<file path="config.mk">
export PLATFORM = sky130hd
export DESIGN_NAME = input_agu
export DESIGN_NICKNAME = d
export VERILOG_FILES = /design/src/verilog/mvu_pkg.sv /design/src/verilog/input_agu.sv
export SDC_FILE = /design/constraint.sdc
export NUM_CORES = 1
export LEC_CHECK = 0
export ABC_AREA = 1
export BUFFER_PORTS_ARGS = -buffer_cell sky130_fd_sc_hd__buf_2
export CAP_MARGIN = 20
export CORE_UTILIZATION = 35
export DETAILED_ROUTE_END_ITERATION = 8
export PLACE_DENSITY = 0.65
export SYNTH_ARGS = -nofsm -noshare
export SYNTH_HDL_FRONTEND = slang
export SYNTH_SLANG_ARGS = --single-unit
export TNS_END_PERCENT = 30
</file>
<file path="constraint.sdc">
create_clock -name clk -period 2 [get_ports clk]
set_input_delay 0.3 -clock clk [delete_from_list [all_inputs] [get_ports clk]]
set_output_delay 0.3 -clock clk [all_outputs]
set_load 0.02 [all_outputs]
</file>
<file path="src/verilog/mvu_pkg.sv">
// ======================================================================
// MVU shared definitions
// ======================================================================
`default_nettype none

package mvu_pkg;

    localparam int N_LANES        = 8;      // Lanes per word
    localparam int B_ELEM         = 4;      // Signed element width
    localparam int B_WORD         = 32;     // Memory and APB word width
    localparam int B_ACC          = 32;     // Row accumulator width
    localparam int B_MEMA         = 8;      // Memory word address width
    localparam int B_LEN          = 8;      // Loop length width
    localparam int B_MSBIDX       = 5;      // Quantizer MSB index width
    localparam int B_PADDR        = 12;     // APB address width
    localparam int MEM_RD_LATENCY = 1;      // Registered memory read

    // APB register map, byte offsets
    localparam logic [B_PADDR-1:0] REG_CTRL    = 12'h000;  // start, irq enable
    localparam logic [B_PADDR-1:0] REG_STATUS  = 12'h004;  // busy, done, irq pending
    localparam logic [B_PADDR-1:0] REG_IBASE   = 12'h008;
    localparam logic [B_PADDR-1:0] REG_WBASE   = 12'h00C;
    localparam logic [B_PADDR-1:0] REG_OBASE   = 12'h010;
    localparam logic [B_PADDR-1:0] REG_ISTRIDE = 12'h014;
    localparam logic [B_PADDR-1:0] REG_LENGTH0 = 12'h018;  // Chunks per row minus 1
    localparam logic [B_PADDR-1:0] REG_LENGTH1 = 12'h01C;  // Rows minus 1
    localparam logic [B_PADDR-1:0] REG_MSBIDX  = 12'h020;
    localparam logic [B_PADDR-1:0] DMEM_BASE   = 12'h400;  // Data memory window
    localparam logic [B_PADDR-1:0] WMEM_BASE   = 12'h800;  // Weight memory window

    typedef logic [B_MEMA-1:0]       mem_addr_t;
    typedef logic [B_WORD-1:0]       word_t;
    typedef logic signed [B_ACC-1:0] acc_t;
    typedef logic [B_LEN-1:0]        len_t;
    typedef logic [B_MSBIDX-1:0]     msbidx_t;

    typedef struct packed {
        mem_addr_t ibase;       // First input chunk
        mem_addr_t wbase;       // First weight chunk
        mem_addr_t obase;       // First output word
        mem_addr_t istride;     // Input step between chunks
        len_t      length0;     // Chunks per row minus 1
        len_t      length1;     // Rows minus 1
        msbidx_t   msbidx;      // Quantizer MSB position
    } job_cfg_t;

    typedef struct packed {
        logic      en;
        logic      we;
        mem_addr_t addr;
        word_t     wdata;
    } host_mem_req_t;

    typedef struct packed {
        logic valid;
        logic row_last;         // Last chunk of a row
        logic job_last;         // Last chunk of the job
    } agu_cmd_t;

    typedef enum logic {IDLE, RUN} agu_state_t;

endpackage

`default_nettype wire

</file>
<file path="src/verilog/input_agu.sv">
// ======================================================================
// Input and weight address generator
// ======================================================================
`timescale 1ns/100ps
`default_nettype none

module input_agu (
    input  logic                  clk,
    input  logic                  reset,
    input  logic                  launch,
    input  mvu_pkg::job_cfg_t     cfg,
    output mvu_pkg::mem_addr_t    iaddr,
    output mvu_pkg::mem_addr_t    waddr,
    output mvu_pkg::agu_cmd_t     cmd
);

    mvu_pkg::agu_state_t state;
    mvu_pkg::len_t       chunk;         // Inner loop, chunk in row
    mvu_pkg::len_t       row;           // Outer loop
    mvu_pkg::len_t       next_chunk;
    mvu_pkg::len_t       next_row;

    assign next_chunk = cmd.row_last ? '0 : chunk + 1'b1;
    assign next_row   = cmd.row_last ? row + 1'b1 : row;

    always_ff @(posedge clk) begin
        if (reset) begin
            state <= mvu_pkg::IDLE;
            chunk <= '0;
            row   <= '0;
            cmd   <= '0;
        end else begin
            case (state)
                mvu_pkg::IDLE: begin
                    if (launch) begin
                        state        <= mvu_pkg::RUN;
                        chunk        <= '0;
                        row          <= '0;
                        cmd.valid    <= 1'b1;
                        cmd.row_last <= cfg.length0 == '0;
                        cmd.job_last <= cfg.length0 == '0 && cfg.length1 == '0;
                    end
                end
                mvu_pkg::RUN: begin
                    if (cmd.job_last) begin
                        state <= mvu_pkg::IDLE;     // Final pair issued
                        cmd   <= '0;
                    end else begin
                        chunk        <= next_chunk;
                        row          <= next_row;
                        cmd.row_last <= next_chunk == cfg.length0;
                        cmd.job_last <= next_chunk == cfg.length0 && next_row == cfg.length1;
                    end
                end
                default: state <= mvu_pkg::IDLE;
            endcase
        end
    end

    // Address registers track the loop counters
    always_ff @(posedge clk) begin
        if (state == mvu_pkg::IDLE) begin
            iaddr <= cfg.ibase;
            waddr <= cfg.wbase;
        end else begin
            iaddr <= cmd.row_last ? cfg.ibase : iaddr + cfg.istride;  // Restart each row
            waddr <= waddr + 1'b1;                                     // One weight word per cycle
        end
    end

endmodule

`default_nettype wire

</file>
==> flow_summary.yaml <==
outcome:
  outcome: "finished clean"
yosys:
  netlist-cell-type-count: 26
  syn_inst: 358
  synth-seq-cells: 36
  syn-mean-instance-area_sq_um: 6.382
  netlist_area_sq_mm: 0.002285
  yosysSeqAreaShare_pct: 31.54
  yosysWarnings: 0
  synth_nets: 425
worst_hold_path:
  holdPathStages: 3
  hold_path_end: "waddr[1]"
  min_path_type: "input port to flop"
  worstHoldStart: "cfg[38]"
worst_setup_path:
  worstSetupStartpointType: "flop"
  cp-startpoint: "iaddr[0]"
  required_ns: 2.19
  worst_r2r_endpoint: "iaddr[6]"
  r2r_slack_ns: 0.26
  critical_path_arrival_ns: 1.93
  r2r_cells: 12
  critPathKind: "flop to flop"
  timing.rr.start: "iaddr[0]"
  path_max_fanout: 3
  cp-end-kind: "flop"
clock_network:
  clock_tree.buffer_depth: 2
  cts_buffers: 5
  cts_tree: "done"
  clk-insertion-delay-late_ns: 0.29
  cts_sinks: 36
  ctsHoldBuffers: 0
  cts.clk_slew.worst_paths_ns: 0.08
  post-cts-setup-buffers: 0
  root_buffer: "clkbuf_8"
  postCtsResizedCells: 0
  htreeDepth: 2
sta:
  rsz0062_at_grt: "no"
  fin_skew_ns: 0.007565
  min_period_ns: 1.741
  fmax_mhz: 574.3
  tns_ns: 0
  max_slew.worst_pin.slew_ns: 0.5377
  final_hold_viol_count: 0
  setup-violations-final: 0
  drv_slew: 0
  maxSlewHeadroom_pct: 64.12
  fin_crit_sh_pct: 87.06
job:
  maxCapViolCount: 0
detailed_routing:
  via_count: 2324
  drt_wl_total_mm: 5.406
  drtAntennaViolNets: 0
  viasPerCell: 4.676
  wl_per_cell_um: 10.88
  dr.pass1.iters: 4
  drc: 0
  drt_iter0_markers: 54
power:
  switchingPower_w: 0.0006064
  pwr-share-clk_pct: 29.0
  sw_frac_of_total_pct: 33.58
  ir_drop_mv: 0.4071
  p_per_area_mw_per_mm2: 659.4
  p_leak_nw: 1.361
  comb_power_share_pct: 26.0
  internal_power_w: 0.001200
  seqPwrFrac_pct: 45.0
global_routing:
  grt_pass1_vias: 2061
  grt_antenna_before_repair: 0
  grt_pass1_wl_mm: 8.625
  grt-ovfl-total: 0
  grt_usage_pct: 16.31
  grt_max_degree: 21
place:
  dpl.hpwl_mm: 4.106
  dpl-instance-area_sq_mm: 0.002651
  gp_congestion: 0.8219
  place_inst: 489
  portBuffers: 61
die:
  coreArea_sq_mm: 0.006314
  ios: 75
  die_y_um: 82.80
  die_w_um: 82.80
  die_area_sq_mm: 0.006855
  num_rows: 29
  initial_utilization_pct: 36.19
layout:
  fin_cells: 497
  fin_area_sq_mm: 0.002739
  antennaDiodeCount: 0
  area_growth_syn_to_layout_pct: 19.88
  fin_nets: 486
  layout-drive-gt1-share_pct: 17.38
## how the worst max path moves through the flow
stage                          end  slack [ns]  cells after the start
final                     iaddr[6]        0.26                     12
after global routing        cmd[0]        0.07                     13
after CTS                 iaddr[6]        0.24                     12
after detailed placement  iaddr[6]        0.19                     13
after global placement    iaddr[6]        0.22                     13
after floorplan           iaddr[6]        0.22                     12
## metrics by stage
stage	utilization [%]	hold slack, ns	setup slack [ns]	total power, W
final	43.38	0.1957	0.2587	0.001806
after global routing	43.38	0.1982	0.06880	0.001938
after CTS	43.38	0.1919	0.2398	0.001837
after detailed placement	41.99	0.4715	0.1943	0.001303
after global placement	41.99	0.4679	0.2178	0.001294
after floorplan	-	0.4031	0.2228	0.001149
## final cells by class
type | instances | area (sq um)
Clock buffer | 5 | 68.82
Clock inverter | 3 | 18.77
Fill cell | 703 | 3575
Inverter | 48 | 180.2
Multi-Input combinational cell | 266 | 1341
Sequential cell | 36 | 720.7
Tap cell | 77 | 96.34
Timing Repair Buffer | 62 | 312.8
## critical path: stages, from the launching register on
cell and delay (ns):
dfxtp_1 0.33, ha_1 0.16, inv_1 0.05, fa_1 0.35, inv_1 0.09, nand3_1 0.07
nand2_1 0.09, nand2_1 0.07, nand2_1 0.06, a21oi_1 0.06, xnor2_1 0.12, mux2i_1 0.12
inv_1 0.05
## power groups by stage
stage          combinational [W]  sequential [W]  clock, W
2_1_floorplan           0.000264        0.000886         0
3_3_place_gp            0.000467        0.000826         0
3_5_place_dp            0.000474        0.000829         0
4_1_cts                 0.000477        0.000813  0.000547
5_1_grt                 0.000537        0.000820  0.000580
6_report                0.000470        0.000812  0.000524
## registers in the layout (all words and copies together), names as in the netlist
name / flops
iaddr: 8
row: 8
waddr: 8
chunk: 8
state: 1
cmd: 3
## cell usage after synthesis
master / count / area share (%)
or2_2: 1 / 0.27
nand3_1: 31 / 6.8
o211ai_1: 1 / 0.33
nand2_1: 117 / 19
dfxtp_1: 36 / 32
o21bai_1: 5 / 1.6
or2_1: 1 / 0.27
fa_1: 1 / 0.88
o21ai_0: 11 / 2.4
a21oi_1: 26 / 5.7
mux2i_1: 2 / 0.88
buf_6: 1 / 0.49
xnor2_1: 8 / 3.1
nor2_1: 29 / 4.8
nor3_1: 1 / 0.22
xor2_1: 5 / 1.9
inv_1: 46 / 7.6
inv_2: 2 / 0.33
o31ai_1: 1 / 0.33
a211oi_1: 1 / 0.33
nor4_1: 3 / 0.82
buf_2: 4 / 0.88
a221oi_1: 1 / 0.38
ha_1: 10 / 5.5
clkbuf_1: 3 / 0.49
nand4_1: 11 / 3.0
## metal layers
metal	vias up	track usage [%]	share of wire (%)
met5	-	0	0
met4	0	3.621	0.67
met3	4	3.497	4.9
met2	49	28.77	46
met1	996	20.19	49
li1	1275	-	-
## cell usage in the layout (no fill, tap or decap)
cell      count
nor2_1       29
nand4_1      11
nor3_1        1
xor2_1        5
o21bai_1      5
clkinv_2      2
clkbuf_8      5
inv_2         2
or2_1         1
xnor2_1       8
a211oi_1      1
nand2_1     117
a221oi_1      1
dfxtp_1      36
fa_1          1
inv_1        46
o31ai_1       1
mux2i_1       2
o211ai_1      1
a21oi_1      26
nand3_1      31
buf_2        61
o21ai_0      11
nor4_1        3
clkinv_4      1
or2_2         1
ha_1         10
buf_4         1
## logic make-up after synthesis
logic type	share of synthesized area, %
buffers and inverters	9.748
xor gates and xnor gates	4.984
and+or+nand+nor	35.38
DFF	31.54
adders and majority gates	6.353
muxes	0.8763
AOI/OAI and AO/OA	11.12
Note: power is estimated with default switching activity, not from simulation.
