<file path="src/verilog/mvu_pkg.sv">
// ======================================================================
// MVU shared definitions
// ======================================================================
`default_nettype none

package mvu_pkg;

    localparam int N_LANES        = 8;      // Lanes per word
    localparam int B_ELEM         = 4;      // Signed element width
    localparam int B_WORD         = 32;     // Memory and APB word width
    localparam int B_ACC          = 32;     // Row accumulator width
    localparam int B_MEMA         = 8;      // Memory word address width
    localparam int B_LEN          = 8;      // Loop length width
    localparam int B_MSBIDX       = 5;      // Quantizer MSB index width
    localparam int B_PADDR        = 12;     // APB address width
    localparam int MEM_RD_LATENCY = 1;      // Registered memory read

    // APB register map, byte offsets
    localparam logic [B_PADDR-1:0] REG_CTRL    = 12'h000;  // start, irq enable
    localparam logic [B_PADDR-1:0] REG_STATUS  = 12'h004;  // busy, done, irq pending
    localparam logic [B_PADDR-1:0] REG_IBASE   = 12'h008;
    localparam logic [B_PADDR-1:0] REG_WBASE   = 12'h00C;
    localparam logic [B_PADDR-1:0] REG_OBASE   = 12'h010;
    localparam logic [B_PADDR-1:0] REG_ISTRIDE = 12'h014;
    localparam logic [B_PADDR-1:0] REG_LENGTH0 = 12'h018;  // Chunks per row minus 1
    localparam logic [B_PADDR-1:0] REG_LENGTH1 = 12'h01C;  // Rows minus 1
    localparam logic [B_PADDR-1:0] REG_MSBIDX  = 12'h020;
    localparam logic [B_PADDR-1:0] DMEM_BASE   = 12'h400;  // Data memory window
    localparam logic [B_PADDR-1:0] WMEM_BASE   = 12'h800;  // Weight memory window

    typedef logic [B_MEMA-1:0]       mem_addr_t;
    typedef logic [B_WORD-1:0]       word_t;
    typedef logic signed [B_ACC-1:0] acc_t;
    typedef logic [B_LEN-1:0]        len_t;
    typedef logic [B_MSBIDX-1:0]     msbidx_t;

    typedef struct packed {
        mem_addr_t ibase;       // First input chunk
        mem_addr_t wbase;       // First weight chunk
        mem_addr_t obase;       // First output word
        mem_addr_t istride;     // Input step between chunks
        len_t      length0;     // Chunks per row minus 1
        len_t      length1;     // Rows minus 1
        msbidx_t   msbidx;      // Quantizer MSB position
    } job_cfg_t;

    typedef struct packed {
        logic      en;
        logic      we;
        mem_addr_t addr;
        word_t     wdata;
    } host_mem_req_t;

    typedef struct packed {
        logic valid;
        logic row_last;         // Last chunk of a row
        logic job_last;         // Last chunk of the job
    } agu_cmd_t;

    typedef enum logic {IDLE, RUN} agu_state_t;

endpackage

`default_nettype wire

</file>
<file path="src/verilog/mvu_regs.sv">
// ======================================================================
// MVU APB register block
// ======================================================================
`timescale 1ns/100ps
`default_nettype none

module mvu_regs (
    input  logic                          clk,
    input  logic                          reset,
    input  logic [mvu_pkg::B_PADDR-1:0]   paddr,
    input  logic                          psel,
    input  logic                          penable,
    input  logic                          pwrite,
    input  mvu_pkg::word_t                pwdata,
    output mvu_pkg::word_t                prdata,
    output logic                          pready,
    output logic                          pslverr,
    input  logic                          busy,
    input  logic                          done,
    input  logic                          irq_pending,
    input  mvu_pkg::word_t                dmem_rdata,
    input  mvu_pkg::word_t                wmem_rdata,
    output mvu_pkg::job_cfg_t             cfg,
    output logic                          irq_en,
    output logic                          start,
    output logic                          irq_clr,
    output mvu_pkg::host_mem_req_t        dmem_req,
    output mvu_pkg::host_mem_req_t        wmem_req
);

    logic access;           // APB access phase
    logic is_dmem;
    logic is_wmem;
    logic is_reg;
    logic win_ok;           // Window access allowed, engine idle
    logic rd_wait;          // Wait state of a window read has passed
    logic mem_rd_first;     // First access cycle of a window read
    logic reg_wr;

    assign access  = psel & penable;
    assign is_dmem = paddr[11:10] == mvu_pkg::DMEM_BASE[11:10];
    assign is_wmem = paddr[11:10] == mvu_pkg::WMEM_BASE[11:10];
    assign is_reg  = paddr <= mvu_pkg::REG_MSBIDX;
    assign win_ok  = (is_dmem | is_wmem) & ~busy;

    assign mem_rd_first = access & win_ok & ~pwrite & ~rd_wait;
    assign pready       = ~mem_rd_first;                    // One wait state on window reads
    assign pslverr      = access & (((is_dmem | is_wmem) & busy) |
                                    (~is_dmem & ~is_wmem & ~is_reg));
    assign reg_wr       = access & pwrite & is_reg;

    // Host requests to both memories, shared address and data
    always_comb begin
        dmem_req       = '0;
        dmem_req.we    = pwrite;
        dmem_req.addr  = paddr[mvu_pkg::B_MEMA+1:2];          // Word address
        dmem_req.wdata = pwdata;
        wmem_req       = dmem_req;
        dmem_req.en    = access & win_ok & is_dmem & (pwrite | ~rd_wait);
        wmem_req.en    = access & win_ok & is_wmem & (pwrite | ~rd_wait);
    end

    always_ff @(posedge clk) begin
        if (reset) begin
            rd_wait <= 1'b0;
            cfg     <= '0;
            irq_en  <= 1'b0;
            start   <= 1'b0;
            irq_clr <= 1'b0;
        end else begin
            rd_wait <= mem_rd_first;                         // Held for one cycle only
            start   <= reg_wr && paddr == mvu_pkg::REG_CTRL && pwdata[0];
            irq_clr <= reg_wr && paddr == mvu_pkg::REG_STATUS && pwdata[2];
            if (reg_wr) begin
                case (paddr)
                    mvu_pkg::REG_CTRL:    irq_en      <= pwdata[1];
                    mvu_pkg::REG_IBASE:   cfg.ibase   <= mvu_pkg::mem_addr_t'(pwdata);
                    mvu_pkg::REG_WBASE:   cfg.wbase   <= mvu_pkg::mem_addr_t'(pwdata);
                    mvu_pkg::REG_OBASE:   cfg.obase   <= mvu_pkg::mem_addr_t'(pwdata);
                    mvu_pkg::REG_ISTRIDE: cfg.istride <= mvu_pkg::mem_addr_t'(pwdata);
                    mvu_pkg::REG_LENGTH0: cfg.length0 <= mvu_pkg::len_t'(pwdata);
                    mvu_pkg::REG_LENGTH1: cfg.length1 <= mvu_pkg::len_t'(pwdata);
                    mvu_pkg::REG_MSBIDX:  cfg.msbidx  <= mvu_pkg::msbidx_t'(pwdata);
                    default: ;                               // STATUS holds no stored bits
                endcase
            end
        end
    end

    // Read data mux, window words come straight from the memories
    always_comb begin
        prdata = '0;
        if (is_dmem) prdata = dmem_rdata;
        else if (is_wmem) prdata = wmem_rdata;
        else begin
            case (paddr)
                mvu_pkg::REG_CTRL:    prdata = mvu_pkg::word_t'({irq_en, 1'b0});
                mvu_pkg::REG_STATUS:  prdata = mvu_pkg::word_t'({irq_pending, done, busy});
                mvu_pkg::REG_IBASE:   prdata = mvu_pkg::word_t'(cfg.ibase);
                mvu_pkg::REG_WBASE:   prdata = mvu_pkg::word_t'(cfg.wbase);
                mvu_pkg::REG_OBASE:   prdata = mvu_pkg::word_t'(cfg.obase);
                mvu_pkg::REG_ISTRIDE: prdata = mvu_pkg::word_t'(cfg.istride);
                mvu_pkg::REG_LENGTH0: prdata = mvu_pkg::word_t'(cfg.length0);
                mvu_pkg::REG_LENGTH1: prdata = mvu_pkg::word_t'(cfg.length1);
                mvu_pkg::REG_MSBIDX:  prdata = mvu_pkg::word_t'(cfg.msbidx);
                default:              prdata = '0;
            endcase
        end
    end

endmodule

`default_nettype wire

</file>
<file path="config.mk">
export PLATFORM = sky130hd
export DESIGN_NAME = mvu_regs
export DESIGN_NICKNAME = d
export VERILOG_FILES = /design/src/verilog/mvu_pkg.sv /design/src/verilog/mvu_regs.sv
export SDC_FILE = /design/constraint.sdc
export NUM_CORES = 1
export LEC_CHECK = 0
export BUFFER_PORTS_ARGS = -buffer_cell sky130_fd_sc_hd__buf_4
export CAP_MARGIN = 15
export CORE_AREA = 4 4 111 113
export CTS_BUF_LIST = sky130_fd_sc_hd__clkbuf_4 sky130_fd_sc_hd__clkbuf_8 sky130_fd_sc_hd__clkbuf_16
export CTS_CLUSTER_DIAMETER = 30
export DETAILED_ROUTE_END_ITERATION = 8
export DIE_AREA = 0 0 115 117
export PLACE_DENSITY = 0.7
export SYNTH_ARGS = -nofsm -noshare
export SYNTH_HDL_FRONTEND = slang
export SYNTH_SLANG_ARGS = --single-unit
export TNS_END_PERCENT = 30
</file>
<file path="constraint.sdc">
create_clock -name clk -period 3.4 [get_ports clk]
set_clock_uncertainty 0.1 [all_clocks]
set_input_delay 0.34 -clock clk [delete_from_list [all_inputs] [get_ports clk]]
set_output_delay 0.34 -clock clk [all_outputs]
set_load 0.1 [all_outputs]
</file>
==> impl_metrics.yaml <==
status:
  outcome: "complete, no violations"
detailed_routing:
  drt_iter0_markers: 396
  ant_nets: 0
  firstDrtPassIters: 5
  vias_per_cell: 5.37
  drc: 0
  drt_wl_total_um: 16000
  vias: 4201
  avgRoutedWirePerCell_um: 20.4
finish:
  drive_above_1_share_pct: 41.4
  areaGrowthSynthToFinish_pct: 39.8
  num-nets-final: 752
  final_cells: 782
cts:
  post_cts_resized: 0
  hold_buffers: 0
  cts_buffers: 9
  cts_tree: "yes"
  postCtsSetupBuffers: 0
  clock_latency_ns: 0.32
  cts_sinks: 57
  clockRootBuffer: "clkbuf_16"
  path_clk_slew_ns: 0.05
  cts_buffer_depth: 2
  htree_levels: 3
placed_design:
  dp_hpwl_um: 12600
  dp.cells: 765
  dp_slack_ns: 0.439
  place.port_buffers: 217
  place.gp.congestion: 0.845
yosys:
  synthArstFlopShare_pct: 0
  yosys.area.top_type: "dfxtp_1"
  yosys_warnings: 0
  synthCells: 505
  synth-edff-count: 0
  netlist.area_leader.share_pct: 29.4
  synth_common_cells: "buf_4, nand2_1, dfxtp_1"
  syn_area_um2: 3880
  yosys.cell_count.top_type: "buf_4"
  avgSynthCellArea_um2: 7.69
  ys_seq_elements: 57
  ys_types: 47
  synth-seq-area-share_pct: 29.4
  synthFlopType: "dfxtp_1"
  synthTopCellsByArea: "dfxtp_1, buf_4, mux2i_1"
  syn-num-nets: 624
sta:
  drv_slew: 0
  fin_crit_sh_pct: 90.5
  rsz0062_at_grt: "false"
  slew_headroom_pct: 53.8
  final_hold_viol_count: 0
  timing.fmax_ghz: 0.325
  worst_pin_slew_ns: 0.687
  period_needed_ns: 3.08
  layout_setup_ws_ns: 0.323
  setup_viol: 0
  whs_ns: 0.228
power_and_ir_drop:
  power.density_nw_per_um2: 435
  comb_power_share_pct: 27.9
  p_switching_mw: 0.802
  ir_drop_uv: 334
  seqPwrFrac_pct: 28.3
  netSwitchingFraction_pct: 33.9
  internal_power_mw: 1.56
  clockPowerShare_pct: 43.8
  leakage_nw: 2.48
global_route:
  grt_max_degree: 57
  grt_pass1_vias: 4043
  grt.total_usage_pct: 22.2
  grt_pass1_wl_um: 23000
  overflow: 0
  antenna_found_initial: 0
setup_path:
  r2r-start: "rd_wait$_SDFF_PP0_"
  arrival_ns: 2.64
  crit_end: "prdata[0]"
  r2r_slack_ns: 2.44
  critPathMaxFanout: 7
  crit_path_start: "paddr[11]"
  endpoint_kind: "primary output"
  startpoint_type: "primary input"
  r2r_end: "rd_wait$_SDFF_PP0_"
  critPathKind: "in2out"
  rr_worst_depth: 2
  crit_required_ns: 2.96
min_path:
  hold_depth: 3
  hold_path_class: "in2reg"
die:
  die-area_um2: 13500
  io_pins: 290
  dieWidth_um: 115
  fp-row-count: 39
  initial_core_util_pct: 34.3
  die_height_um: 117
  core_region_area_um2: 11300
run:
  max_cap_viol_count: 0
worst max-delay path, stage by stage:
cell and delay, ns:
buf_4 0.09, inv_1 0.05, ha_2 0.17, nor4_1 0.62, nand4_1 0.45, nor2_1 0.34
o21ai_0 0.14, nand2_1 0.13, buf_4 0.30
cells in the final DEF, fill, tap and decap left out, types with 9 or more instances in the layout:
| master | count |
|---|---|
| clkbuf_16 | 9 |
| nand2_1 | 74 |
| o21ai_0 | 20 |
| nand3_1 | 34 |
| dfxtp_1 | 57 |
| a21oi_1 | 38 |
| mux2i_1 | 35 |
| nor2_1 | 39 |
| buf_4 | 232 |
flip-flops by register name (all words and copies together), names as in the netlist:
name	cells
irq_en	1
start	1
irq_clr	1
cfg	53
rd_wait	1
cell type report:
| type | instances | area, µm² |
|---|---|---|
| fill | 1107 | 5890 |
| multi-input combinational | 324 | 1990 |
| timing repair buffer | 232 | 1740 |
| sequential | 57 | 1140 |
| clock buffer | 10 | 239 |
| tap | 143 | 179 |
| clock inverter | 6 | 105 |
| inverter | 9 | 33.8 |
| antenna | 1 | 2.50 |
kinds of logic (layout without fill, tap and decap cells):
family / Yosys count / after routing / share of synthesized area, %
compound gates: 99 / 99 / 15.9
mux: 40 / 40 / 11.3
fa+ha+maj: 3 / 3 / 0.966
flops: 57 / 57 / 29.4
simple gates: 182 / 182 / 22.4
other cells: 0 / 1 / 0
buf+inv: 124 / 257 / 20.1
per-layer routing:
metal / global-route usage, % / share of wire [%]
met4: 5.32 / 1.7
met1: 26.0 / 38
met5: 0 / 0
met2: 39.9 / 51
met3: 6.79 / 9.8
power by group through the flow:
stage	combinational [mW]	sequential (mW)	clock, mW
finish	0.660	0.669	1.03
global route	0.684	0.668	1.08
CTS	0.661	0.669	1.04
detailed placement	0.660	0.683	0
global placement	0.658	0.683	0
floorplan	0.746	0.683	0
stage by stage:
| step | TNS [ns] | cell area [µm²] | utilization, % | total power, mW |
|---|---|---|---|---|
| finish | 0 | 5430 | 48.0 | 2.36 |
| global route | 0 | 5430 | 48.0 | 2.44 |
| CTS | 0 | 5430 | 48.0 | 2.37 |
| detailed placement | 0 | 5080 | 44.9 | 1.34 |
| global placement | 0 | 5080 | 44.9 | 1.34 |
| floorplan | -2.24 | 3890 | - | 1.43 |
worst min-delay path by stage:
stage / startpoint / to / slack (ns)
2_1_floorplan: pwdata[5] / cfg[10]$_SDFFE_PP0P_ / 0.38
3_3_place_gp: cfg[29]$_SDFFE_PP0P_ / cfg[29]$_SDFFE_PP0P_ / 0.36
3_5_place_dp: cfg[18]$_SDFFE_PP0P_ / cfg[18]$_SDFFE_PP0P_ / 0.36
4_1_cts: pwdata[6] / cfg[27]$_SDFFE_PP0P_ / 0.22
5_1_grt: pwdata[6] / cfg[35]$_SDFFE_PP0P_ / 0.24
6_report: pwdata[6] / cfg[27]$_SDFFE_PP0P_ / 0.23
Power figures use the tool's default switching activity.
