===== config.mk =====
export PLATFORM = sky130hd
export DESIGN_NAME = job_controller
export DESIGN_NICKNAME = d
export VERILOG_FILES = /design/src/verilog/job_controller.sv
export SDC_FILE = /design/constraint.sdc
export NUM_CORES = 1
export LEC_CHECK = 0
export ABC_AREA = 1
export BUFFER_PORTS_ARGS = -buffer_cell sky130_fd_sc_hd__buf_2
export CORE_AREA = 5 5 42 44
export DETAILED_ROUTE_END_ITERATION = 16
export DIE_AREA = 0 0 47 49
export GPL_TIMING_DRIVEN = 0
export PLACE_DENSITY_LB_ADDON = 0.25
export SYNTH_ARGS = -nofsm -noshare
export SYNTH_HDL_FRONTEND = slang
export SYNTH_SLANG_ARGS = --single-unit

===== constraint.sdc =====
create_clock -name clk -period 0.8 [get_ports clk]
set_clock_uncertainty 0.2 [all_clocks]
set_input_delay 0.16 -clock clk [delete_from_list [all_inputs] [get_ports clk]]
set_output_delay 0.16 -clock clk [all_outputs]
set_load 0.02 [all_outputs]

===== src/verilog/job_controller.sv =====
// ======================================================================
// MVU job controller
// ======================================================================
`timescale 1ns/100ps
`default_nettype none

module job_controller (
    input  logic clk,
    input  logic reset,
    input  logic start,
    input  logic irq_en,
    input  logic irq_clr,
    input  logic job_finished,
    output logic launch,
    output logic busy,
    output logic done,
    output logic irq_pending
);

    assign launch = start & ~busy;                  // Start ignored while a job runs

    always_ff @(posedge clk) begin
        if (reset) begin
            busy        <= 1'b0;
            done        <= 1'b0;
            irq_pending <= 1'b0;
        end else begin
            if (launch) begin
                busy <= 1'b1;
                done <= 1'b0;                       // Done clears on the next job
            end else if (job_finished) begin
                busy <= 1'b0;
                done <= 1'b1;
            end
            // Sticky until the host clears it
            if (job_finished && irq_en) irq_pending <= 1'b1;
            else if (irq_clr) irq_pending <= 1'b0;
        end
    end

endmodule

`default_nettype wire


==> metrics.csv, run 1 <==
metric,value,unit
CTS sink count,3,
P&R area growth vs syn,158,%
minimum hold slack,-81.1,ps
main combinational cell family by area after synthesis,simple AND/OR/NAND/NOR gates,
Die Footprint,2300,um^2
cell area after synthesis,116,um^2
simple-gate share of the synthesized area,20.4,%
number of nets still failing antenna checks after routing,0,
horizontal die dimension,47,um
global placement routability congestion,0.673,
DP Area,189,um^2
maximum ir drop on the vdd rail,0.000852,V
detailed-routing wirelength on met1,187,um
Highest Clock Rate,837,MHz
post-layout min period,1190,ps
endpoints failing setup,6,
mean instance size in the synthesized netlist,7.76,um^2
failing checks,"hold timing, setup timing",
starting utilization of the core area,8.30,%
area fraction in compound gates after synthesis,15.1,%
setup repair after global routing missed its margin,yes,
sequential share of power,29.8,%
Tcrit/Tclk final,149,%
global router's overall resource usage,4.93,%
PD cells,1900,nW/um^2
CP Data Arrival Time,830,ps
end of the worst register-to-register path,done,
Min-Delay Endpoint,busy,
antenna diode instance count,0,
Worst EP required,440,ps
proportion of layout cells with a drive suffix above 1,84.4,%
Total Wirelength,431,um
multiplexer share of the synthesized area,0,%
internal portion of total power,417,uW
"commonest non-fill, non-tap cells in the layout","sky130_fd_sc_hd__buf_2 (5), sky130_fd_sc_hd__buf_6 (4), sky130_fd_sc_hd__buf_4 (4)",
combinational share of power,22.1,%
1st-iter DRT viols,0,
hold path start,reset,
number of clock buffers inserted by TritonCTS,3,
"Remaining Overflow, GRT",0,
TritonRoute pass-1 iters,1,
max-slew violation count,0,
adder and majority gate portion of the synthesized area,0,%
run status,"finished, violations left",
top layer reached by signal wires,met3,
flop and latch count out of synthesis,3,
CTS root buf,sky130_fd_sc_hd__clkbuf_4,
R2R Path Start,busy,
number of placement rows,14,
Post-route DRC,0,
switching share of power,26.8,%
maximum number of pins on one net before global-route repair,4,
final worst slack,-395,ps
Leak,0.145,nW
initial antenna violation count,0,
sum of met3 wire segment lengths after detailed routing,101,um
clock tree from TritonCTS,yes,
switching power summed over all nets,153,uW
number of buffers between clock root and the deepest sink,2,
worst-path fanout max,3,
placed cell count,40,
Syn Inst Count,15,
number of vias after detailed routing,156,
sequential element share of the synthesized area,51.6,%
kind of critical path,register to output port,
clock-pin slew of the registers on the worst-case setup and hold paths,40,ps
detail-routed via count per cell,3.25,
max-cap violation count,0,
Slew HR,93.2,%
min-delay worst type,primary input to register,
"leading cell type in the layout, fill and taps excluded",sky130_fd_sc_hd__buf_2,
slack of the worst reg-to-reg path,-140,ps
Core Footprint,1400,um^2
met2 wire length,142,um
number of standard cells in the final layout excluding fillers,48,
startpoint of the worst setup timing path,busy,
transition time at the pin with the least slew margin,101,ps
Avg WL per Cell,8.98,um
Final Net Count,39,
worst slack at placement,-192,ps
final hold viol count,3,
"area leader, netlist",sky130_fd_sc_hd__dfxtp_1,
dominant cells by area after synthesis,"sky130_fd_sc_hd__dfxtp_1 (52%), sky130_fd_sc_hd__inv_1 (9.7%), sky130_fd_sc_hd__nand2_1 (9.7%)",
post-route standard cell area excluding fillers,300,um^2
y dimension of the die,49,um
global-route wire length before repair,717,um
depth of the CTS H-tree,1,
number of cell instances on the worst register-to-register path,5,
"Net Count, Synth",21,
part of the power in the clock network,48.1,%
fraction of synthesized cell area taken by the top area cell type,51.6,%
number of global-route vias before repair,185,
number of distinct library cells after synthesis,8,
total of warnings raised by yosys,0,
share of the synthesized netlist area taken by xor and xnor gates,0,%
kind of end point of the critical path,output port,
number of I/O port buffers,9,
number of stages on the worst hold path,2,
Clock Latency Late Sink,230,ps
Fillers,170,
startpoint class of the critical path,register,
number of I/O pins,10,
[Yosys cell counts]
library cell               count
sky130_fd_sc_hd__inv_1         3
sky130_fd_sc_hd__a21oi_1       2
sky130_fd_sc_hd__nand2_2       1
sky130_fd_sc_hd__o21bai_1      1
sky130_fd_sc_hd__dfxtp_1       3
sky130_fd_sc_hd__inv_2         1
sky130_fd_sc_hd__nor2_2        1
sky130_fd_sc_hd__nand2_1       3
[power groups by stage]
| stage | registers [mW] | logic (mW) | clock network, mW |
|---|---|---|---|
| 4_1_cts | 0.168 | 0.0990 | 0.283 |
| 6_report | 0.170 | 0.126 | 0.274 |
| 2_1_floorplan | 0.180 | 0.0279 | 0 |
| 3_3_place_gp | 0.169 | 0.0718 | 0 |
| 5_1_grt | 0.171 | 0.136 | 0.323 |
| 3_5_place_dp | 0.169 | 0.0712 | 0 |
[worst max path at each step]
stage | to | slack (ps) | cells after the start
final | busy | -390 | 2
after global routing | launch | -440 | 4
after CTS | launch | -410 | 4
after detailed placement | launch | -190 | 4
after global placement | launch | -210 | 4
after floorplan | launch | -100 | 3
[cell families after synthesis]
family | count (synthesis)
compound gates | 3
buf+inv | 4
flops | 3
simple gates | 5
[area by class of cell]
class / count / area [um^2] / area share, %
repair buffers: 13 / 100 / 33.3
inverters: 4 / 20.0 / 6.67
clock buffers: 4 / 26.3 / 8.75
flip-flops and latches: 3 / 66.3 / 22.1
multi-input cells: 8 / 67.6 / 22.5
well taps: 16 / 20.0 / 6.67
[worst max-delay path: stages, from the launching register on]
cell and delay [ps]:
sky130_fd_sc_hd__dfxtp_4 350, sky130_fd_sc_hd__buf_4 130, sky130_fd_sc_hd__buf_6 120
[metrics by stage]
step	TNS, ps	power, mW	utilization, %	hold WS, ps
floorplan	-241	0.208	-	19.4
global placement	-393	0.241	13.5	153
detailed placement	-367	0.240	13.5	151
CTS	-1480	0.550	18.3	-101
global route	-1770	0.630	21.4	-96.8
finish	-1540	0.570	21.4	-81.1
[sequential cells by signal (all words and copies together), names as in the netlist]
signal	cells
busy	1
done	1
irq_pending	1
[timing repair]
item / in CTS / in global routing
gates resized for setup: 9 / 6
endpoints found under the setup margin: 6 / 7
endpoints found under the hold margin: 2 / 3
pin swaps: 2 / 3
setup buffers: 2 / 3
[metal layers]
layer / GRT usage (%) / vias to the layer above
met1: 5.93 / 65
met3: 7.38 / 0
li1: - / 77
met5: 0 / -
met4: 1.38 / 0
met2: 4.52 / 14
Power figures use the tool's default switching activity.
==> run 2, diff against run 1 <==
Settings changed: GPL_ROUTABILITY_DRIVEN from default to 0, REMOVE_ABC_BUFFERS from default to 1.
==> run 2 against run 1 <==
- the flow still finishes with violations (hold timing, setup timing)
- fmax decreased by 1.2%
- power decreased by 0.30%
- utilization decreased by 0.36 points
- critical path type unchanged
==> metrics.csv, run 2 (synthesized netlist as in run 1, its figures left out) <==
metric,value,unit,change
Die Footprint,2300,um^2,unchanged
Post-route DRC,0,,unchanged
Highest Clock Rate,827,MHz,was 837 MHz
failing checks,"hold timing, setup timing",,unchanged
final worst slack,-409,ps,was -395 ps
endpoints failing setup,7,,was 6
Total Wirelength,454,um,was 431 um
number of global-route vias before repair,165,,was 185
CP Data Arrival Time,850,ps,was 830 ps
number of buffers between clock root and the deepest sink,2,,unchanged
number of standard cells in the final layout excluding fillers,50,,was 48
Tcrit/Tclk final,151,%,was 149%
proportion of layout cells with a drive suffix above 1,82.4,%,was 84.4%
maximum ir drop on the vdd rail,0.00110,V,was 0.000852 V
depth of the CTS H-tree,1,,unchanged
clock-pin slew of the registers on the worst-case setup and hold paths,40,ps,about the same
max-cap violation count,0,,unchanged
number of vias after detailed routing,161,,was 156
Worst EP required,440,ps,about the same
1st-iter DRT viols,0,,unchanged
P&R area growth vs syn,154,%,was 158%
startpoint class of the critical path,register,,unchanged
starting utilization of the core area,8.30,%,unchanged
min-delay worst type,primary input to register,,unchanged
number of clock buffers inserted by TritonCTS,3,,unchanged
standard cell with the maximum stage delay on the critical path,sky130_fd_sc_hd__dfxtp_2,,was sky130_fd_sc_hd__dfxtp_4
post-layout min period,1210,ps,was 1190 ps
horizontal die dimension,47,um,unchanged
Post-DP HPWL,298,um,
power consumption,568,uW,was 570 uW
largest registers,"busy x1, done x1, irq_pending x1",,unchanged
Slew HR,90.2,%,was 93.2%
number of stages on the worst hold path,2,,unchanged
number of I/O pins,10,,unchanged
run status,"finished, violations left",,unchanged
PD cells,1920,nW/um^2,was 1900 nW/um^2
worst-path fanout max,3,,unchanged
global router's overall resource usage,4.71,%,was 4.93%
kind of end point of the critical path,output port,,unchanged
Avg WL per Cell,9.08,um,was 8.98 um
setup repair after global routing missed its margin,yes,,unchanged
global-route wire length before repair,703,um,was 717 um
antenna diode instance count,0,,unchanged
"commonest non-fill, non-tap cells in the layout","sky130_fd_sc_hd__buf_2 (5), sky130_fd_sc_hd__buf_6 (5), sky130_fd_sc_hd__buf_4 (5)",,"was sky130_fd_sc_hd__buf_2 (5), sky130_fd_sc_hd__buf_6 (4), sky130_fd_sc_hd__buf_4 (4)"
aggregate negative setup slack,-1660,ps,was -1540 ps
number of I/O port buffers,9,,unchanged
number of cell instances on the worst register-to-register path,5,,unchanged
kind of critical path,register to output port,,unchanged
transition time at the pin with the least slew margin,146,ps,was 101 ps
number of placement rows,14,,unchanged
clock tree from TritonCTS,yes,,unchanged
Core Footprint,1400,um^2,unchanged
Clock Latency Late Sink,230,ps,about the same
CTS sink count,3,,unchanged
placed cell count,40,,unchanged
maximum number of pins on one net before global-route repair,4,,unchanged
most used cell along the critical path,sky130_fd_sc_hd__inv_2,,
Leak,0.150,nW,was 0.145 nW
CTS root buf,sky130_fd_sc_hd__clkbuf_4,,unchanged
minimum hold slack,-79.7,ps,was -81.1 ps
Fillers,166,,was 170
y dimension of the die,49,um,unchanged
detail-routed via count per cell,3.22,,was 3.25
highest cell delay on the worst timing path,340,ps,was 350 ps
initial antenna violation count,0,,unchanged
"Remaining Overflow, GRT",0,,unchanged
series of cell instances along the critical path,"inv_2, nand2_2, inv_2, buf_6",,"was buf_4, buf_6"
max-slew violation count,0,,unchanged
final hold viol count,2,,was 3
number of nets still failing antenna checks after routing,0,,unchanged
Final Net Count,41,,was 39
TritonRoute pass-1 iters,1,,unchanged
-- run 2: critical path: cells and delay by family (launching register included) --
kind                   cells  cell delay [ps]
buffers and inverters      3              210
flip-flops                 1              340
AND/OR/NAND/NOR            1               70
-- run 2: cell type report --
cell class / instances / area [um^2] / area share (%)
clock buffer: 4 / 26.3 / 8.90
tap: 16 / 20.0 / 6.78
sequential: 3 / 63.8 / 21.6
inverter: 4 / 15.0 / 5.08
multi-input combinational: 8 / 51.3 / 17.4
timing repair buffer: 15 / 119 / 40.3
-- run 2: final timing paths --
kind | from | slack (ps) | endpoint
worst min register to register | busy | 300 | busy
worst max register to register | busy | -230 | busy
worst max-delay path | busy | -410 | launch
worst min-delay path | reset | -80 | irq_pending
-- run 2: power by group --
part           total (mW)  internal, mW  switching, mW
logic               0.124        0.0704         0.0532
registers           0.171         0.162        0.00851
clock network       0.274         0.187         0.0864
total               0.568         0.420          0.148
-- run 2: what timing repair did --
item | in CTS | in global routing
setup endpoints to repair | 6 | 7
pin swaps | 1 | 3
endpoints found under the hold margin | 3 | 2
gates resized for setup | 11 | 5
setup buffers | 3 | 4
-- run 2: metal layers --
layer / vias to the layer above / part of all wire [%] / track usage (%) / routed length, um
li1: 83 / - / - / -
met1: 65 / 43 / 5.04 / 197
met2: 13 / 34 / 4.52 / 153
met3: 0 / 23 / 7.75 / 103
met4: 0 / 0 / 1.38 / 0
met5: - / 0 / 0 / 0
-- run 2: per-stage QoR --
stage	instance area, um^2	utilization, %	setup slack, ps	hold WS, ps
6_report	295	21.1	-409	-79.7
5_1_grt	295	21.1	-449	-95.6
4_1_cts	256	18.3	-393	-98.4
3_5_place_dp	181	12.9	-194	162
3_3_place_gp	181	12.9	-209	166
2_1_floorplan	116	-	-204	29.1
==> run 3, diff against run 2 <==
Clock period 0.8 ns to 1.44 ns, I/O delays scaled along.
==> run 3 against run 2 <==
- the run now ends clean
- non-clock buffer count fell by 6
- utilization is 6.2 points lower
- sequential share of layout area up 7.7 points
- die area unchanged
- register-to-register slack improved by 840 ps
- sequential cell count did not move
==> metrics.csv, run 3 (synthesized netlist as in run 1, its figures left out) <==
metric,value,unit,change
number of clock buffers inserted by TritonCTS,3,,unchanged
PD cells,1350,nW/um^2,was 1920 nW/um^2
GR Layer Usage met3,8.12,%,was 7.75%
y dimension of the die,49,um,unchanged
Slew HR,90.3,%,was 90.2%
CTS root buf,sky130_fd_sc_hd__clkbuf_4,,unchanged
"leading cell type in the layout, fill and taps excluded",sky130_fd_sc_hd__buf_2,,
Highest Clock Rate,733,MHz,
Post-DP HPWL,298,um,unchanged
endpoints failing setup,0,,was 7
number of gates resized after cts,0,,was 11
number of buffers between clock root and the deepest sink,2,,unchanged
number of buffers and inverters on the critical path,3,,unchanged
number of placement rows,14,,unchanged
met2 demand-to-capacity share in global routing,3.17,%,was 4.52%
max-cap violation count,0,,unchanged
CTS sink count,3,,unchanged
number of I/O port buffers,9,,unchanged
post-CTS setup repair buffer count,0,,was 3
TritonRoute pass-1 iters,2,,was 1
1st-iter DRT viols,3,,was 0
worst slack at placement,303,ps,was -194 ps
"Remaining Overflow, GRT",0,,unchanged
transition time at the pin with the least slew margin,146,ps,about the same
worst-path fanout max,3,,unchanged
initial antenna violation count,0,,unchanged
maximum ir drop on the vdd rail,0.000577,V,was 0.00110 V
"commonest non-fill, non-tap cells in the layout","sky130_fd_sc_hd__buf_2 (9), sky130_fd_sc_hd__inv_1 (3), sky130_fd_sc_hd__nand2_1 (3), sky130_fd_sc_hd__clkbuf_4 (3)",,"was sky130_fd_sc_hd__buf_2 (5), sky130_fd_sc_hd__buf_6 (5), sky130_fd_sc_hd__buf_4 (5)"
hold buffer count at cts,0,,
Leak,0.113,nW,was 0.150 nW
global router's overall resource usage,4.43,%,was 4.71%
startpoint class of the critical path,register,,unchanged
Worst EP required,950,ps,was 440 ps
DP Area,181,um^2,unchanged
highest cell delay on the worst timing path,310,ps,was 340 ps
final worst slack,75.1,ps,was -409 ps
Total Wirelength,363,um,was 454 um
Die Footprint,2300,um^2,unchanged
Tcrit/Tclk final,94.8,%,
Avg WL per Cell,8.25,um,was 9.08 um
number of I/O pins,10,,unchanged
critical path's top delay family,flip-flops,,unchanged
kind of critical path,register to output port,,unchanged
aggregate negative setup slack,0,ps,was -1660 ps
series of cell instances along the critical path,"inv_1, nand2_2, inv_2, buf_2",,"was inv_2, nand2_2, inv_2, buf_6"
busiest metal layer after global routing,met3,,unchanged
starting utilization of the core area,8.30,%,unchanged
clock tree from TritonCTS,yes,,unchanged
number of nets still failing antenna checks after routing,0,,unchanged
Clock Latency Late Sink,240,ps,was 230 ps
post-layout min period,1360,ps,
clock-pin slew of the registers on the worst-case setup and hold paths,40,ps,about the same
Post-route DRC,0,,unchanged
final hold viol count,0,,was 2
largest registers,"busy x1, done x1, irq_pending x1",,unchanged
global routing usage on met1,5.26,%,was 5.04%
maximum number of pins on one net before global-route repair,4,,unchanged
setup repair after global routing missed its margin,no,,was yes
depth of the CTS H-tree,1,,unchanged
run status,"complete, no violations",,"was finished, violations left"
number of global-route vias before repair,137,,was 165
number of vias after detailed routing,132,,was 161
P&R area growth vs syn,79.6,%,was 154%
kind of end point of the critical path,output port,,unchanged
horizontal die dimension,47,um,unchanged
detail-routed via count per cell,3.00,,was 3.22
Final Net Count,35,,was 41
post-route standard cell area excluding fillers,209,um^2,was 295 um^2
min-delay worst type,primary input to register,,unchanged
max-slew violation count,0,,unchanged
global-route wire length before repair,641,um,was 703 um
CP Data Arrival Time,880,ps,was 850 ps
standard cell with the maximum stage delay on the critical path,sky130_fd_sc_hd__dfxtp_2,,unchanged
proportion of layout cells with a drive suffix above 1,57.1,%,was 82.4%
Core Footprint,1400,um^2,unchanged
antenna diode instance count,0,,unchanged
==> run 3: changes by cell type in the layout (fill, tap and decap cells not counted), sizes merged <==
cell | previous run | this run
buf | 15 | 9
==> run 3: power by group <==
| group | internal (mW) | switching (mW) |
|---|---|---|
| registers | 0.0894 | 0.00310 |
| clock network | 0.104 | 0.0485 |
| logic | 0.0151 | 0.0227 |
==> run 3: metrics by stage <==
stage / power (mW) / hold slack (ps) / util (%) / cells
finish: 0.283 / 38.2 / 14.9 / 44
global route: 0.307 / 36.5 / 14.9 / 44
CTS: 0.289 / 36.9 / 14.8 / 44
detailed placement: 0.132 / 265 / 12.9 / 40
global placement: 0.132 / 272 / 12.9 / 40
floorplan: 0.114 / 157 / - / 15
==> run 3: area by class of cell <==
class                           instances  area, um^2
Inverter                                4        15.0
Timing Repair Buffer                    9        45.0
Clock buffer                            4        26.3
Fill cell                             170        1190
Sequential cell                         3        61.3
Tap cell                               16        20.0
Multi-Input combinational cell          8        41.3
==> run 3: worst register-to-register path: cells and delay by family (launching register included) <==
family                 cells  cell delay [ps]
AND/OR/NAND/NOR            2               90
flip-flops                 1              310
buffers and inverters      2              120
==> run 3: final timing paths <==
check,to,from,slack (ps),cells after the start
hold reg to reg,irq_pending,irq_pending,270,2
setup / recovery,launch,busy,80,4
hold / removal,busy,reset,40,2
setup reg to reg,done,busy,610,4
==> run 3: metal layers <==
layer / wire [um] / vias to the layer above / share of wire, %
met4: 0 / 0 / 0
li1: - / 70 / -
met1: 178 / 49 / 49
met5: 0 / - / 0
met3: 113 / 0 / 31
met2: 71 / 13 / 20
